**src/source/mem_cfg_pkg.sv**
```systemverilog
`default_nettype none

package mem_cfg_pkg;

    // Block addressing, 64 blocks of 128 bits
    localparam int BLOCK_ADDR_BITS = 6;
    localparam int BLOCK_BITS      = 128;
    localparam int MEM_DEPTH       = 1 << BLOCK_ADDR_BITS;

    // Register stages inside main_mem
    localparam int MEM_LATENCY = 3;

    // Accepting edge to response strobe
    // One arbiter register, the memory stages, one router register
    localparam int RESP_LATENCY = MEM_LATENCY + 2;

endpackage

`default_nettype wire

```
**src/source/mem_types_pkg.sv**
```systemverilog
`default_nettype none

package mem_types_pkg;

    import mem_cfg_pkg::*;

    typedef logic [BLOCK_ADDR_BITS-1:0] main_mem_block_addr_t;
    typedef logic [BLOCK_BITS-1:0]      block_data_t;

    typedef enum logic {
        READ  = 1'b0,
        WRITE = 1'b1
    } req_type_t;

    // Also the routing tag for responses
    typedef enum logic {
        ICACHE = 1'b0,
        DCACHE = 1'b1
    } cache_type_t;

    // 137 bits
    typedef struct packed {
        logic                 valid;
        cache_type_t          cache_type;
        req_type_t            req_type;
        main_mem_block_addr_t block_addr;
        block_data_t          block_data;   // Only meaningful for writes
    } mem_req_t;

    // 130 bits, reads only
    typedef struct packed {
        logic        valid;
        cache_type_t cache_type;
        block_data_t block_data;
    } mem_resp_t;

endpackage

`default_nettype wire

```
**src/source/mem_resp_router.sv**
```systemverilog
`timescale 1ns/1ps
`default_nettype none

module mem_resp_router (
    input  logic                       clk,
    input  logic                       rst_n,

    // Tagged response from main_mem
    input  mem_types_pkg::mem_resp_t   mem_resp,

    // Per cache response ports
    output logic                       icache_resp_valid,
    output mem_types_pkg::block_data_t icache_resp_block_data,
    output logic                       dcache_resp_valid,
    output mem_types_pkg::block_data_t dcache_resp_block_data
);

    import mem_types_pkg::*;

    logic to_icache;
    logic to_dcache;

    // Decode the tag
    always_comb begin
        to_icache = mem_resp.valid && (mem_resp.cache_type == ICACHE);
        to_dcache = mem_resp.valid && (mem_resp.cache_type == DCACHE);
    end

    // One cycle strobes
    always_ff @(posedge clk) begin
        if (!rst_n) begin
            icache_resp_valid <= 1'b0;
            dcache_resp_valid <= 1'b0;
        end else begin
            icache_resp_valid <= to_icache;
            dcache_resp_valid <= to_dcache;
        end
    end

    // Data holds between strobes
    always_ff @(posedge clk) begin
        if (to_icache) icache_resp_block_data <= mem_resp.block_data;
        if (to_dcache) dcache_resp_block_data <= mem_resp.block_data;
    end

endmodule

`default_nettype wire

```
**config.mk**
```make
export PLATFORM = sky130hd
export DESIGN_NAME = mem_resp_router
export DESIGN_NICKNAME = d
export VERILOG_FILES = /design/src/source/mem_cfg_pkg.sv /design/src/source/mem_types_pkg.sv /design/src/source/mem_resp_router.sv
export SDC_FILE = /design/constraint.sdc
export NUM_CORES = 1
export LEC_CHECK = 0
export BUFFER_PORTS_ARGS = -buffer_cell sky130_fd_sc_hd__buf_2
export CELL_PAD_IN_SITES_DETAIL_PLACEMENT = 1
export CELL_PAD_IN_SITES_GLOBAL_PLACEMENT = 2
export CORE_ASPECT_RATIO = 1.4
export CORE_UTILIZATION = 30
export CTS_BUF_LIST = sky130_fd_sc_hd__clkbuf_4
export DETAILED_ROUTE_END_ITERATION = 12
export PLACE_DENSITY = 0.81
export SLEW_MARGIN = 20
export SYNTH_ARGS = -nofsm -noshare
export SYNTH_HDL_FRONTEND = slang
export SYNTH_SLANG_ARGS = --single-unit
```
**constraint.sdc**
```tcl
create_clock -name clk -period 2.5 [get_ports clk]
set_clock_uncertainty 0.1 [all_clocks]
set_input_delay 0.375 -clock clk [delete_from_list [all_inputs] [get_ports clk]]
set_output_delay 0.375 -clock clk [all_outputs]
set_load 0.02 [all_outputs]
```
Word level (Yosys, flattened, before mapping)
Index checks and enable logic that the tools add are counted.
{"block": "word_totals", "elab_cells": 7, "register_bits": 258, "output_inout_bits": 258, "inputBits": 132}
{"block": "op_classes", "n_bitwise": 1, "n_reduce_logical": 2}
{"op": "$logic_and A1 B1 Y1", "n": 2}
{"op": "$not A1 Y1", "n": 1}

Longest topological paths before layout
Gate-level depths: netlist of run 1.
{"block": "logic_depth", "word_depth": 2, "ltp_mapped": 1, "ltp_nobuf": 1}

Worst setup path after synthesis of run 1
Ideal clock, no wire load.
{"block": "synth_timing", "path_type": "input -> register", "start": "input port mem_resp[128] (netlist name)", "end": "register icache_resp_block_data[0] (enable)", "setup_time_ps": 430, "cell_stages": 1, "slack_ps": -35, "arrival_time_ps": 2005, "path_cell_list": "and2b_2"}
{"block": "synth_via", "elab_chain_cells": 2}
{"item": "start: declaration", "line_no": "mem_resp_router.sv:9", "rtl": "input mem_types_pkg::mem_resp_t mem_resp,"}
{"item": "$not A1 Y1", "line_no": "mem_resp_router.sv:25", "rtl": "to_icache = mem_resp.valid && (mem_resp.cache_type == ICACHE);"}
{"item": "$logic_and A1 B1 Y1", "line_no": "mem_resp_router.sv:25"}
{"item": "end signal: assignment", "line_no": "mem_resp_router.sv:42", "rtl": "if (to_icache) icache_resp_block_data <= mem_resp.block_data;"}
{"item": "end: declaration", "line_no": "mem_resp_router.sv:13", "rtl": "output mem_types_pkg::block_data_t icache_resp_block_data,"}
No other way between the ends.
A chain may end at the register's enable or synchronous reset.

Worst setup path in the final report of run 1
{"block": "layout_timing", "start": "register dcache_resp_block_data[42]", "end": "output port dcache_resp_block_data[42]"}
{"item": "start: declaration", "line_no": "mem_resp_router.sv:15", "rtl": "output mem_types_pkg::block_data_t dcache_resp_block_data"}
{"item": "start signal: assignment", "line_no": "mem_resp_router.sv:43", "rtl": "if (to_dcache) dcache_resp_block_data <= mem_resp.block_data;"}
No word-level cell between the ends.

==> flow_summary.toml, run 1 <==
[critical_path]
cp-start-kind = "register"
max_stage_delay_ns = 0.42
required_ns = 2.03
path_cells = "buf_2"
worstPathMaxFanout = 1
crit_family = "flip-flops"
cp_data_arrival_time_ns = 1.29
slowest_stage = "edfxtp_1"
critPathBufInv = 1
critPathKind = "register to output port"
critPathCaptureType = "output port"

[floorplan]
dieWidth_um = 138
die_area_mm2 = 0.0265
ios = 390
start_util_pct = 30.6
core.rowCount = 69
core_mm2 = 0.0254
die_height_um = 192

[routing]
dr.pass1.iters = 4
wl_per_cell_um = 19.8
drt_iter0_markers = 125
wl_um = 24000
detail-route-antenna-nets = 0
via_count = 5063
drc_errors = 0
routed_via_density = 4.18

[min_path]
worstHoldStart = "mem_resp[128]"
whs_endpoint = "icache_resp_block_data[59]"
hold-path-cell-count = 2
hp-class = "input port to register"

[sta]
slew_headroom_pct = 71.5
fmax_mhz = 568
rsz0062_at_grt = "no"
min_period_ns = 1.76
worst_pin_slew_ns = 0.427
final.setup.worst_slack_ns = 0.740
hold_viol = 0
fin_setup_tns_ns = 0
drv_slew = 0
period_share_pct = 70.4
setup_violations = 0

[layout]
drive_gt1_share_pct = 55.1
area_delta_synth_final_pct = 57.7
final_cell_count_no_fill = 1211
fin_nets = 981
fin_area_mm2 = 0.0122
fillers = 2591

[grt]
antenna_found_initial = 3
grt_max_degree = 68
grt_pass1_vias = 5668
grt_pass1_wl_um = 33300
grtUsageTotal_pct = 17.6
grt_remaining_overflow = 0

[power]
leakage_nw = 5.00
ir_drop_mv = 0.389
power.density_mw_per_mm2 = 774

[placement]
io_buffer_count = 389
hpwl_um = 15400
pre_cts_slack_ns = 0.679
gp_congestion = 0.818
placedCellCount = 974
placed_cell_area_mm2 = 0.0102

[clock_tree]
cts_sinks = 258
cts_setup_buffers = 0
root_buffer = "clkbuf_4"
clk_pin_slew_ns = 0.08
cts_tree = "done"
cts_buffer_depth = 3
cts_made_buffers = 60
htreeDepth = 2

[logic_synthesis]
avgSynthCellArea_um2 = 29.6
syn_nets = 394
syn_area_mm2 = 0.00776
ys_ff_latch = 258
syn_inst = 262
synth-seq-area-share_pct = 99.6
ys_types = 6
ys.warnings.count = 0

[outcome]
status = "completed"

[run]
max_cap_violations = 0
[cell type report]
class                           count  area, µm²  share of cell area (%)
Timing Repair Buffer              525       3350                    27.4
Clock inverter                     11       43.8                   0.358
Antenna cell                        4       10.0                  0.0818
Clock buffer                       90        676                    5.52
Sequential cell                   258       7730                    63.1
Multi-Input combinational cell      4       36.3                   0.296
Tap cell                          319        399                    3.26
[worst max path at each step]
stage	cells past startpoint	from	end
2_1_floorplan	1	mem_resp[128]	icache_resp_block_data[0]
3_3_place_gp	3	mem_resp[128]	icache_resp_block_data[107]
3_5_place_dp	3	mem_resp[128]	icache_resp_block_data[107]
4_1_cts	1	dcache_resp_block_data[97]	dcache_resp_block_data[97]
5_1_grt	1	dcache_resp_block_data[42]	dcache_resp_block_data[42]
6_report	1	dcache_resp_block_data[42]	dcache_resp_block_data[42]
[logic make-up after synthesis]
family / after synthesis / share of synthesized area (%)
flops: 258 / 99.6
simple gates: 4 / 0.435
[cells in the mapped netlist]
master / instances / area [µm²]
and2_2: 1 / 7.51
and2b_2: 1 / 8.76
and3_2: 1 / 7.51
and3b_2: 1 / 10.0
dfxtp_1: 2 / 40.0
edfxtp_1: 256 / 7690
[where the power goes]
part / internal, mW / switching, mW
clock network: 1.62 / 1.61
registers: 5.08 / 0.0778
logic: 0.403 / 0.684
[state kept, by name, summed over array words and instances (netlist names)]
name and cells:
dcache_resp_block_data 128, icache_resp_block_data 128, dcache_resp_valid 1, icache_resp_valid 1
[per-stage QoR]
| stage | hold slack [ns] | util (%) | power, mW |
|---|---|---|---|
| after CTS | 0.119 | 48.2 | 9.57 |
| final | 0.210 | 48.2 | 9.47 |
| after detailed placement | 0.466 | 40.1 | 6.16 |
| after global routing | 0.172 | 48.2 | 9.87 |
| after global placement | 0.462 | 40.1 | 6.12 |
| after floorplan | 0.374 | - | 5.68 |
[per-layer routing]
| metal | part of all wire, % | track usage (%) | vias up | wire [µm] |
|---|---|---|---|---|
| met5 | 0 | 0 | - | 0 |
| met4 | 3.9 | 9.20 | 0 | 935 |
| met3 | 7.8 | 6.23 | 67 | 1870 |
| met2 | 56 | 32.5 | 256 | 13500 |
| met1 | 32 | 16.6 | 2449 | 7680 |
| li1 | - | - | 2291 | - |
[repair_timing]
item | 4_1_cts | 5_1_grt
endpoints found under the hold margin | 258 | 0
hold buffers | 132 | 0
gates resized for setup | 0 | 0
[layout by cell type (no fill, tap or decap), drive strengths merged]
master | synthesis | final
clkbuf | 0 | 90
buf | 0 | 393
diode | 0 | 4
edfxtp | 256 | 256
and3b | 1 | 1
and2b | 1 | 1
and3 | 1 | 1
clkinv | 0 | 11
and2 | 1 | 1
dfxtp | 2 | 2
dlygate4sd3 | 0 | 132
Note: power is estimated with default switching activity, not from simulation.
==> inputs of run 2 (changes only) <==
CORE_UTILIZATION = 33   (was 30)
PLACE_DENSITY = 0.85   (was 0.81)
clock period = 1.8 ns   (was 2.5 ns; I/O delays follow)
==> run 2 against run 1 <==
Cell area grew 0.65%. Critical path depth is the same. Largest power group unchanged. Sequential power grew 39%. First-iteration DRC count grew 55%. Via count grew 1.7%. Count of clock-buffer cells in the layout shrank 5. Combinational power grew 41%. Core utilization grew 5.1 points. Clock power grew 38%. Total power grew 39%. Non-clock buffer count grew 8.
==> flow_summary.toml, run 2 (same netlist as run 1, synthesis figures left out) <==
[routing]
drc_errors = 0
via_count = 5150
detail-route-antenna-nets = 0
routed_via_density = 4.24
dr.pass1.iters = 4
wl_per_cell_um = 20.3
wl_um = 24700
drt_iter0_markers = 194

[sta]
period_share_pct = 93.2
min_period_ns = 1.68
hold_viol = 0
final.setup.worst_slack_ns = 0.122
worst_pin_slew_ns = 0.460
slew_headroom_pct = 69.3
fmax_mhz = 596
drv_slew = 0
setup_violations = 0
rsz0062_at_grt = "no"

[layout]
fin_area_mm2 = 0.0123
top_regs = "dcache_resp_block_data (128), icache_resp_block_data (128)"
fin_nets = 990
drive_gt1_share_pct = 54.7
final_cell_mix = "389 x buf_2, 256 x edfxtp_1, 132 x dlygate4sd3_1, 85 x clkbuf_4, 19 x clkinv_1"
final_common_cell = "buf_2"
area_delta_synth_final_pct = 58.7

[placement]
hpwl_um = 15900
io_buffer_count = 389
pre_cts_slack_ns = 0.294
gp_congestion = 0.848
placed_cell_area_mm2 = 0.0103

[power]
combPwrFrac_pct = 11.7
power.density_mw_per_mm2 = 1070
pwr-share-clk_pct = 33.8
power_mw = 13.2
p_sw_share_pct = 25.5
ir_drop_mv = 0.705
p_int_mw = 9.81
p_sw_mw = 3.35
leakage_nw = 5.05
power_frac_seq_pct = 54.5

[clock_tree]
root_buffer = "clkbuf_4"
cts_made_buffers = 61
htreeDepth = 2
cts_sinks = 258
cts_buffer_depth = 3
clk_pin_slew_ns = 0.09
cts_resized = 0
cts_tree = "done"

[critical_path]
crit_family = "flip-flops"
slowest_stage = "edfxtp_1"
cp-start-kind = "register"
critPathKind = "register to output port"
max_stage_delay_ns = 0.45
path_cells = "buf_2"
cp_data_arrival_time_ns = 1.31
critPathBufInv = 1
critPathCaptureType = "output port"
required_ns = 1.43
worstPathMaxFanout = 1

[grt]
grt_pass1_wl_um = 35200
grt_max_degree = 65
antenna_found_initial = 5
grtUsageTotal_pct = 20.1
grt_remaining_overflow = 0
grt_pass1_vias = 5808

[floorplan]
start_util_pct = 33.6
ios = 390
core.rowCount = 66
die_area_mm2 = 0.0241
core_mm2 = 0.0231
die_height_um = 183
dieWidth_um = 132

[min_path]
hp-class = "input port to register"

[outcome]
status = "completed"

[run]
max_cap_violations = 0
run 2: cell count changes in the layout (fill, tap and decap cells not counted), sizes merged:
| cell | delta |
|---|---|
| clkinv | +11 |
| buf | +8 |
| clkbuf | -5 |
| diode | +1 |
| inv | +1 |
run 2: metal layers:
layer	track usage [%]	vias up	part of all wire, %
li1	-	2306	-
met1	18.4	2543	32
met2	39.8	255	59
met3	6.09	46	6.1
met4	8.79	0	2.6
met5	0	-	0
run 2: per-stage QoR:
stage	hold WS [ns]	utilization (%)	cells	TNS (ns)
after floorplan	0.269	-	262	-18.34
after global placement	0.358	44.4	969	0
after detailed placement	0.362	44.4	969	0
after CTS	0.0405	53.2	1209	0
after global routing	0.0814	53.3	1211	0
final	0.141	53.3	1214	0
run 2: power groups by stage:
stage,registers [mW],logic (mW),clock network (mW)
after floorplan,7.81,0.0836,0
after global placement,7.26,1.26,0
after detailed placement,7.29,1.30,0
after CTS,7.16,1.53,4.57
after global routing,7.20,1.60,4.85
final,7.17,1.54,4.45
run 2: layout make-up:
type                    instances  area (µm²)
flip-flops and latches        258        7730
repair buffers                533        3430
diodes                          5        12.5
well taps                     306         383
multi-input cells               4        36.3
clock buffers                  85         638
fillers                      2317       10800
clock inverters                23        90.1
run 2: worst paths after layout:
kind / startpoint / to / slack [ns] / cells past startpoint
worst max-delay path: dcache_resp_block_data[0] / dcache_resp_block_data[0] / 0.12 / 1
worst min-delay path: mem_resp[128] / dcache_resp_block_data[71] / 0.14 / 2
run 2: repair_timing:
action / in CTS / in global routing
buffers inserted: 0 / 0
hold endpoints to repair: 258 / 0
hold buffers: 132 / 0
