===== src/source/mem_cfg_pkg.sv =====
`default_nettype none

package mem_cfg_pkg;

    // Block addressing, 64 blocks of 128 bits
    localparam int BLOCK_ADDR_BITS = 6;
    localparam int BLOCK_BITS      = 128;
    localparam int MEM_DEPTH       = 1 << BLOCK_ADDR_BITS;

    // Register stages inside main_mem
    localparam int MEM_LATENCY = 3;

    // Accepting edge to response strobe
    // One arbiter register, the memory stages, one router register
    localparam int RESP_LATENCY = MEM_LATENCY + 2;

endpackage

`default_nettype wire


===== src/source/mem_types_pkg.sv =====
`default_nettype none

package mem_types_pkg;

    import mem_cfg_pkg::*;

    typedef logic [BLOCK_ADDR_BITS-1:0] main_mem_block_addr_t;
    typedef logic [BLOCK_BITS-1:0]      block_data_t;

    typedef enum logic {
        READ  = 1'b0,
        WRITE = 1'b1
    } req_type_t;

    // Also the routing tag for responses
    typedef enum logic {
        ICACHE = 1'b0,
        DCACHE = 1'b1
    } cache_type_t;

    // 137 bits
    typedef struct packed {
        logic                 valid;
        cache_type_t          cache_type;
        req_type_t            req_type;
        main_mem_block_addr_t block_addr;
        block_data_t          block_data;   // Only meaningful for writes
    } mem_req_t;

    // 130 bits, reads only
    typedef struct packed {
        logic        valid;
        cache_type_t cache_type;
        block_data_t block_data;
    } mem_resp_t;

endpackage

`default_nettype wire


===== src/source/mem_ctrl.sv =====
`timescale 1ns/1ps
`default_nettype none

module mem_ctrl (
    input  logic                                clk,
    input  logic                                rst_n,

    // Icache request, always a read
    input  logic                                icache_req_valid,
    input  mem_types_pkg::main_mem_block_addr_t icache_req_block_addr,
    output logic                                icache_req_ready,

    // Dcache request
    input  logic                                dcache_req_valid,
    input  mem_types_pkg::req_type_t            dcache_req_type,
    input  mem_types_pkg::main_mem_block_addr_t dcache_req_block_addr,
    input  mem_types_pkg::block_data_t          dcache_req_block_data,
    output logic                                dcache_req_ready,

    // Registered request towards main_mem
    output mem_types_pkg::mem_req_t             mem_req
);

    import mem_types_pkg::*;

    mem_req_t req_d;

    // Icache has fixed priority, ready doubles as the grant
    always_comb begin
        icache_req_ready = icache_req_valid;
        dcache_req_ready = dcache_req_valid && !icache_req_valid;
    end

    // Select the winning request
    always_comb begin
        req_d = '0;
        if (icache_req_valid) begin
            req_d.valid      = 1'b1;
            req_d.cache_type = ICACHE;
            req_d.req_type   = READ;
            req_d.block_addr = icache_req_block_addr;
        end else if (dcache_req_valid) begin
            req_d.valid      = 1'b1;
            req_d.cache_type = DCACHE;
            req_d.req_type   = dcache_req_type;
            req_d.block_addr = dcache_req_block_addr;
            // Data only travels with writes
            if (dcache_req_type == WRITE) begin
                req_d.block_data = dcache_req_block_data;
            end
        end
    end

    // Granted request appears one cycle after the accepting edge
    always_ff @(posedge clk) begin
        if (!rst_n) begin
            mem_req <= '0;
        end else begin
            mem_req <= req_d;    // All zero when idle
        end
    end

endmodule

`default_nettype wire


===== config.mk =====
export PLATFORM = sky130hd
export DESIGN_NAME = mem_ctrl
export DESIGN_NICKNAME = d
export VERILOG_FILES = /design/src/source/mem_cfg_pkg.sv /design/src/source/mem_types_pkg.sv /design/src/source/mem_ctrl.sv
export SDC_FILE = /design/constraint.sdc
export NUM_CORES = 1
export LEC_CHECK = 0
export BUFFER_PORTS_ARGS = -buffer_cell sky130_fd_sc_hd__buf_2
export CORE_AREA = 4 4 109 111
export CTS_BUF_LIST = sky130_fd_sc_hd__clkbuf_16
export CTS_CLUSTER_DIAMETER = 150
export DETAILED_ROUTE_END_ITERATION = 7
export DIE_AREA = 0 0 113 115
export PLACE_DENSITY = 0.72
export SETUP_SLACK_MARGIN = 0.2
export SLEW_MARGIN = 20
export SYNTH_ARGS = -nofsm -noshare
export SYNTH_HDL_FRONTEND = slang
export SYNTH_SLANG_ARGS = --single-unit

===== constraint.sdc =====
create_clock -name clk -period 2.7 [get_ports clk]
set_clock_uncertainty 0.15 [all_clocks]
set_input_delay 0.27 -clock clk [delete_from_list [all_inputs] [get_ports clk]]
set_output_delay 0.27 -clock clk [all_outputs]
set_load 0.02 [all_outputs]

## Word level (Yosys, flattened, before mapping)

Cells that the tools add are included.

- Register bits after elaboration: 137
- Output and inout port bits: 139

- Mux-type cells: 3
- Bitwise gates (word level): 3
- Reductions and logical operators: 5

Operator list:

| operator | count |
|---|---|
| $mux W137 | 1 |
| $mux W128 | 1 |
| $mux W9 | 1 |
| $reduce_or A4 Y1 | 1 |
| $not A1 Y1 | 3 |
| $reduce_or A3 Y1 | 1 |
| $reduce_or A2 Y1 | 1 |
| $logic_and A1 B1 Y1 | 1 |
| $logic_not A1 Y1 | 1 |

## Longest topological paths before layout

Gate-level depths: netlist of the first run.

- Depth in word-level cells: 3
- Mapped depth: 5

## Least setup slack after synthesis of the first run

No wires, ideal clock.

- Path kind: input to register
- From: in icache_req_valid
- To: reg mem_req[0] (netlist name)
- Arrival: 1.008 ns
- Required time: 2.435 ns
- Slack: 1.427 ns
- Cell stages on the path: 5
- Cell sequence: buf_6 and4b_1 buf_4 clkbuf_2 and2_1

- Word-level cells in the longest chain between the ends: 1

RTL lines:

| item | RTL line | RTL |
|---|---|---|
| start: declaration | mem_ctrl.sv:9 | `input logic icache_req_valid,` |
| $reduce_or A4 Y1 (no line) | - |  |
| end signal: assignment | mem_ctrl.sv:59 | `mem_req <= req_d;` |
| end: declaration | mem_ctrl.sv:21 | `output mem_types_pkg::mem_req_t mem_req` |

Every way passes these cells.
A chain may end at the register's enable or synchronous reset.

## Worst setup path in the final report of the first run

- From: in dcache_req_valid
- To: out dcache_req_ready

- Word-level cells in the longest chain between the ends: 1

RTL lines:

| item | RTL line | RTL |
|---|---|---|
| start: declaration | mem_ctrl.sv:14 | `input logic dcache_req_valid,` |
| $logic_and A1 B1 Y1 | mem_ctrl.sv:31 | `dcache_req_ready = dcache_req_valid && !icache_req_valid;` |
| end: declaration | mem_ctrl.sv:18 | `output logic dcache_req_ready,` |

Every way passes these cells.

==> metrics.md, run 1 <==
| Metric | Value |
|---|---|
| Clock transition at path regs | ~0.06 ns |
| Cell Chain, Critical Path | dlygate4sd3_1 > buf_2 > nand2b_1 > inv_1 > buf_2 |
| Depth of the CTS H-tree | 4 |
| Slowest stage delay, CP | roughly 0.53 ns |
| Vias | 3595 |
| Setup TNS | 0 ns |
| Pwr Total | ~5 mW |
| Pin count of the biggest net entering global routing | 130 |
| Worst hold slack | ~0.076 ns |
| Root buffer cell | clkbuf_16 |
| Placed wire-length estimate | 7745 µm |
| Initial core utilization | roughly a third |
| Slew HR | 72.55% |
| Max-Cap Viols | 0 |
| Post-Synthesis Cells | between 300 and 400 |
| Seq cells post-synth | about 140 |
| Most used cell, CP | buf_2 |
| Area growth, synth to finish | 94.52% |
| Yosys cell types | 14 |
| Minimum clock period | about 1.7 ns |
| Vias in the first global route | 4003 |
| 1st-iter DRT viols | ~150 |
| Routed length per placed instance | 14.40 µm |
| Final Hold Viols | 0 |
| Critical Path Source | dcache_req_valid |
| Post-Syn Area | between 3000 and 4000 µm² |
| Crit path to | dcache_req_ready |
| Clock sinks | around 140 |
| I/O Pins | 284 |
| Pre-antenna DRT Iters | 4 |
| Yosys top cell by area | dfxtp_1 |
| Synth Area per Inst | around 12 µm² |
| Synth top area share | approximately 73% |
| Top flop regs | mem_req: 137 flops |
| Syn. warnings | 0 |
| Initial antenna violation count | 0 |
| Setup crit start kind | primary input |
| CP max-delay cell | dlygate4sd3_1 |
| Drt total wl | around 13000 µm |
| Final Cycle Share | about 64% |
| Slew Viols, Final | 0 |
| Actual slew at the worst max-slew pin | 0.4118 ns |
| Highest Clock Rate | between 500 and 600 MHz |
| # setup viols final | 0 |
| Die Wd | 113 µm |
| Largest register FFs | about 140 |
| CP Max Fanout | 6 |
| Clk buf depth | 2 |
| All-Layer GR Usage | 19.19% |
| Num rows | 38 |
| Synth area leaders | dfxtp_1, and2_1, clkbuf_2 |
| Post-synthesis sequential area ratio | about 73% |
| Post-DP Area | approximately 5300 µm² |
| CP delay by family, top | buffers and inverters |
| Nets@finish | slightly below 900 |
| Die height | 115 µm |
| Worst path arrival time | around 1.3 ns |
| CTS tree | yes |
| Required time worst endpoint | between 2 and 2.5 ns |
| GRT Residual Overflow | 0 |
| Maximum vdd drop | around 0.44 mV |
| Worst path buffer plus inverter count | 4 |
| Min-delay worst type | in2reg |
| Die footprint | around 13000 µm² |
| Fin area | 7323 µm² |
| Leak | about 3.8 nW |
| First-pass GRT wire length | between 15000 and 20000 µm |
| Fill cell count | 759 |
| Postcts setup bufs | 0 |
| Biggest register | mem_req |
| Cell count along the critical path | 5 |
| DRC Markers | 0 |
| PwrDens | roughly 670 nW/µm² |
| Post-synthesis net count | ~450 |
| CORE AREA | 10790 µm² |
| Total CTS buffers | 17 |
| Via density | between 4 and 5 |
| Share of cells above drive strength 1 | 42.25% |
| Gpl congestion | 0.8257 |
| WS Path Type | in2out |
| Status | complete, no violations |
| RSZ-0062 raised after global routing | no |
| CP endpoint kind | output port |
| Port Buf Inserts | approximately 280 |
| Antenna-violating nets left | 0 |
[tightest hold or removal path: cells and delay by family]
| family | cells | cell delay, ns |
|---|---|---|
| and+or+nand+nor | 1 | 0.04 |
| buffers and inverters | 2 | 0.26 |
[cell usage after synthesis]
library cell  instances
buf_2                 1
buf_4                 3
buf_1                 1
o21ai_0               6
dfxtp_1             137
clkbuf_2             11
and2_1              128
buf_6                 1
and4b_1               1
nand3_1               6
nand2b_1              2
nor2_1                3
inv_1                 2
nand2_1               6
[routing by layer]
layer / vias up / track usage (%) / share of wire, % / wire, µm
li1: 1792 / - / - / -
met1: 1634 / 17.90 / 34 / 4316
met2: 157 / 37.36 / 56 / 7215
met3: 12 / 7.579 / 8.9 / 1137
met4: 0 / 7.292 / 1.2 / 158
met5: - / 0 / 0 / 0
[layout by cell type (no fill, tap or decap), drive strengths merged]
cell type    instances
buf                284
dlygate4sd3        141
dfxtp              137
and2               128
clkbuf              17
nand2                6
nand3                6
o21ai                6
inv                  5
clkinvlp             4
bufinv               4
clkinv               4
diode                3
nor2                 3
nand2b               2
and4b                1
[how the worst min path moves through the flow]
| stage | from | end | slack [ns] | cells after the start |
|---|---|---|---|---|
| 6_report | rst_n | mem_req[135] | 0.08 | 3 |
| 4_1_cts | rst_n | mem_req[135] | 0.05 | 3 |
| 3_3_place_gp | dcache_req_block_data[96] | mem_req[96] | 0.32 | 2 |
| 2_1_floorplan | dcache_req_valid | mem_req[136] | 0.24 | 2 |
| 3_5_place_dp | dcache_req_block_data[32] | mem_req[32] | 0.32 | 2 |
| 5_1_grt | rst_n | mem_req[135] | 0.06 | 3 |
[timing repair]
item | in CTS | in global routing
hold endpoints to repair | 135 | 0
hold buffers | 141 | 0
resized for setup | 0 | 0
[layout make-up]
type                       instances  area (µm²)  area share (%)
sequential                       137        2743           37.45
multi-input combinational        152       918.4           12.54
antenna                            3       7.507          0.1025
tap                              140       175.2           2.392
timing repair buffer             425        2848           38.89
clock buffer                      17       425.4           5.809
inverter                           2       7.507          0.1025
clock inverter                    15       198.9           2.717
[per-stage QoR]
step | cells | worst slack, ns | utilization, %
detailed placement | 715 | 1.143 | 48.92
CTS | 888 | 0.9767 | 67.78
global placement | 715 | 1.196 | 48.92
global route | 888 | 0.9088 | 67.78
floorplan | 308 | 1.427 | -
finish | 891 | 0.9802 | 67.85
[kinds of logic (layout without fill, tap and decap cells)]
family	count (synthesis)	in the layout	share of synthesized area, %
compound gates	6	6	0.7976
simple gates	146	146	23.56
buf+inv	19	459	2.791
other cells	0	3	0
flops	137	137	72.85
[where the power goes]
group	leakage (nW)	switching, mW	total (mW)	internal (mW)
logic	2.37	0.157	0.411	0.254
clock network	0.294	0.862	2.41	1.55
registers	1.11	0.00972	2.07	2.06
total	3.77	1.03	4.89	3.86
No activity file was read; power rests on OpenSTA's default activity.
==> run 2: changes to the inputs <==
--- a/config.mk
+++ b/config.mk
@@ -6,12 +6,12 @@
 export NUM_CORES = 1
 export LEC_CHECK = 0
 export BUFFER_PORTS_ARGS = -buffer_cell sky130_fd_sc_hd__buf_2
-export CORE_AREA = 4 4 109 111
+export CORE_MARGIN = 4
+export CORE_UTILIZATION = 35
 export CTS_BUF_LIST = sky130_fd_sc_hd__clkbuf_16
 export CTS_CLUSTER_DIAMETER = 150
 export DETAILED_ROUTE_END_ITERATION = 7
-export DIE_AREA = 0 0 113 115
-export PLACE_DENSITY = 0.72
+export PLACE_DENSITY = 0.75
 export SETUP_SLACK_MARGIN = 0.2
 export SLEW_MARGIN = 20
 export SYNTH_ARGS = -nofsm -noshare
==> constraint.sdc (replaced) <==
create_clock -name clk -period 1.4 [get_ports clk]
set_clock_uncertainty 0.15 [all_clocks]
set_input_delay 0.14 -clock clk [delete_from_list [all_inputs] [get_ports clk]]
set_output_delay 0.14 -clock clk [all_outputs]
set_load 0.02 [all_outputs]
==> run 2 against run 1 <==
Against the previous run: count of clock-buffer cells in the layout did not move; critical endpoint is now mem_req[102]; power rose by 88%; critical path depth fell by 4; global-route usage rose by 2.0 points; clock power rose by 81%; cell area rose by 2.6%; largest power group unchanged; sequential power rose by 93%; combinational power rose by 100%; largest cell class unchanged; first-iteration DRC count fell by 4.0%; core utilization rose by 4.3 points; worst hold slack got worse by 0.028 ns.
==> metrics.md, run 2 (synthesis gave the netlist of run 1 again) <==
| Metric | Value |
|---|---|
| CP Max Fanout | 1 (-5) |
| CORE AREA | 10420 µm² (-3.5%) |
| Port Buf Inserts | 283 (unchanged) |
| Minimum clock period | between 1 and 1.5 ns |
| Final Hold Viols | 0 (unchanged) |
| Routed length per placed instance | 15.30 µm (+6.3%) |
| Vias | 3749 (+4.3%) |
| Worst path arrival time | 0.89 ns (-0.41 ns) |
| Vias in the first global route | 4255 (+6.3%) |
| CP endpoint kind | output port |
| Net Sw Frac | 21.02% (about the same) |
| Setup crit start kind | flop |
| Hold path depth | 3 (unchanged) |
| Clock transition at path regs | 0.06 ns (about the same) |
| Share of power burned in registers | 43.5% (+1.2 points) |
| Clk buf depth | 2 (unchanged) |
| Worst path buffer plus inverter count | 1 (-3) |
| Drt total wl | 13620 µm (+6.2%) |
| Combinational power share | 9.1% (+0.7 points) |
| Slowest stage delay, CP | 0.31 ns (-0.22 ns) |
| Clock sinks | 137 (unchanged) |
| Maximum vdd drop | 0.7183 mV (+62%) |
| Setup TNS | 0 ns (unchanged) |
| Initial core utilization | 36.14% (+1.3 points) |
| Cell Chain, Critical Path | buf_2 |
| I/O Pins | 284 (unchanged) |
| Die footprint | 12480 µm² (-4.0%) |
| Via density | 4.212 (+4.4%) |
| Root buffer cell | clkbuf_16 |
| Required time worst endpoint | 1.11 ns (-1.17 ns) |
| Cell count along the critical path | 1 (-4) |
| PwrDens | 1226 nW/µm² (+83%) |
| Int Pwr | 7.272 mW (+88%) |
| Area growth, synth to finish | 99.53% |
| Leading cell type in the layout, fill and taps excluded | buf_2 |
| Nets@finish | 886 (+0.68%) |
| Pre-antenna DRT Iters | 4 (unchanged) |
| Final core utilization | 72.12% (+4.3 points) |
| All-Layer GR Usage | 21.19% (+2.0 points) |
| Top flop regs | mem_req: 137 flops |
| Antenna cell count | 0 (-3) |
| CTS tree | yes |
| WS Path Type | reg2out |
| Die Wd | 111.7 µm (-1.1%) |
| Placed wire-length estimate | 7719 µm (-0.33%) |
| Slew Viols, Final | 0 (unchanged) |
| Initial antenna violation count | 0 (unchanged) |
| Actual slew at the worst max-slew pin | 0.2601 ns (-0.1517 ns) |
| Commonest non-fill, non-tap cells in the layout | buf_2, dlygate4sd3_1, dfxtp_1 |
| CP delay by family, top | flip-flops |
| Status | complete, no violations |
| Antenna-violating nets left | 0 (unchanged) |
| NetSw | 1.935 mW (+88%) |
| Share of cells above drive strength 1 | 42.57% (+0.33 points) |
| Leak | 3.791 nW (+0.45%) |
| Total CTS buffers | 17 (unchanged) |
| # setup viols final | 0 (unchanged) |
| Num rows | 37 (-2.6%) |
| Slew HR | 82.48% (+9.9 points) |
| Max-Cap Viols | 0 (unchanged) |
| Largest register FFs | 137 (unchanged) |
| Depth of the CTS H-tree | 4 (unchanged) |
| Clock power share | 47.4% (-1.9 points) |
| Die height | 111.7 µm (-2.9%) |
| 1st-iter DRT viols | 145 (-4.0%) |
| First-pass GRT wire length | 20840 µm (+7.1%) |
| Gpl congestion | 0.8743 (+5.9%) |
| DRC Markers | 0 (unchanged) |
| RSZ-0062 raised after global routing | yes |
| CP max-delay cell | dfxtp_1 |
| GRT Residual Overflow | 0 (unchanged) |
| Postcts setup bufs | 0 (unchanged) |
| Final Cycle Share | 83.96% |
| Min-delay worst type | in2reg |
| Pin count of the biggest net entering global routing | 67 (-48%) |
| Biggest register | mem_req |
| Highest Clock Rate | approximately 850 MHz |
-- run 2: area by class of cell --
cell class | instances | area (µm²)
timing repair buffer | 431 | 3080
clock inverter | 15 | 160.2
multi-input combinational | 152 | 918.4
fill | 639 | 2904
tap | 136 | 170.2
sequential | 137 | 2750
inverter | 2 | 7.507
clock buffer | 17 | 425.4
-- run 2: stage by stage --
stage	total power [mW]	std cells	hold WS (ns)	setup slack, ns	area, µm²
2_1_floorplan	4.268	308	0.1107	0.2574	3765
3_3_place_gp	4.539	713	0.1885	0.1507	5303
3_5_place_dp	4.548	713	0.1916	0.1153	5303
4_1_cts	9.234	890	0.01616	0.1926	7358
5_1_grt	9.540	890	0.06030	0.1774	7512
6_report	9.207	890	0.04749	0.2245	7512
-- run 2: metal layers --
| metal | share of wire [%] | track usage [%] | wire length, µm |
|---|---|---|---|
| met4 | 3.9 | 12.08 | 533 |
| met1 | 33 | 20.33 | 4552 |
| met2 | 53 | 38.73 | 7281 |
| met3 | 9.2 | 7.772 | 1249 |
| met5 | 0 | 0 | 0 |
-- run 2: power groups by stage --
stage | combinational [mW] | clock, mW | sequential (mW)
floorplan | 0.0910 | 0 | 4.18
global placement | 0.463 | 0 | 4.08
detailed placement | 0.470 | 0 | 4.08
CTS | 0.790 | 4.45 | 3.99
global route | 0.901 | 4.63 | 4.01
finish | 0.840 | 4.37 | 4.00
-- run 2: final timing paths --
kind / from / endpoint / slack, ns
worst min-delay path: dcache_req_valid / mem_req[131] / 0.05
worst max-delay path: mem_req[102] / mem_req[102] / 0.22
-- run 2: repair_timing --
action,in CTS,in global routing
endpoints found under the hold margin,136,0
resized for setup,7,65
endpoints found under the setup margin,6,53
hold buffers,145,0
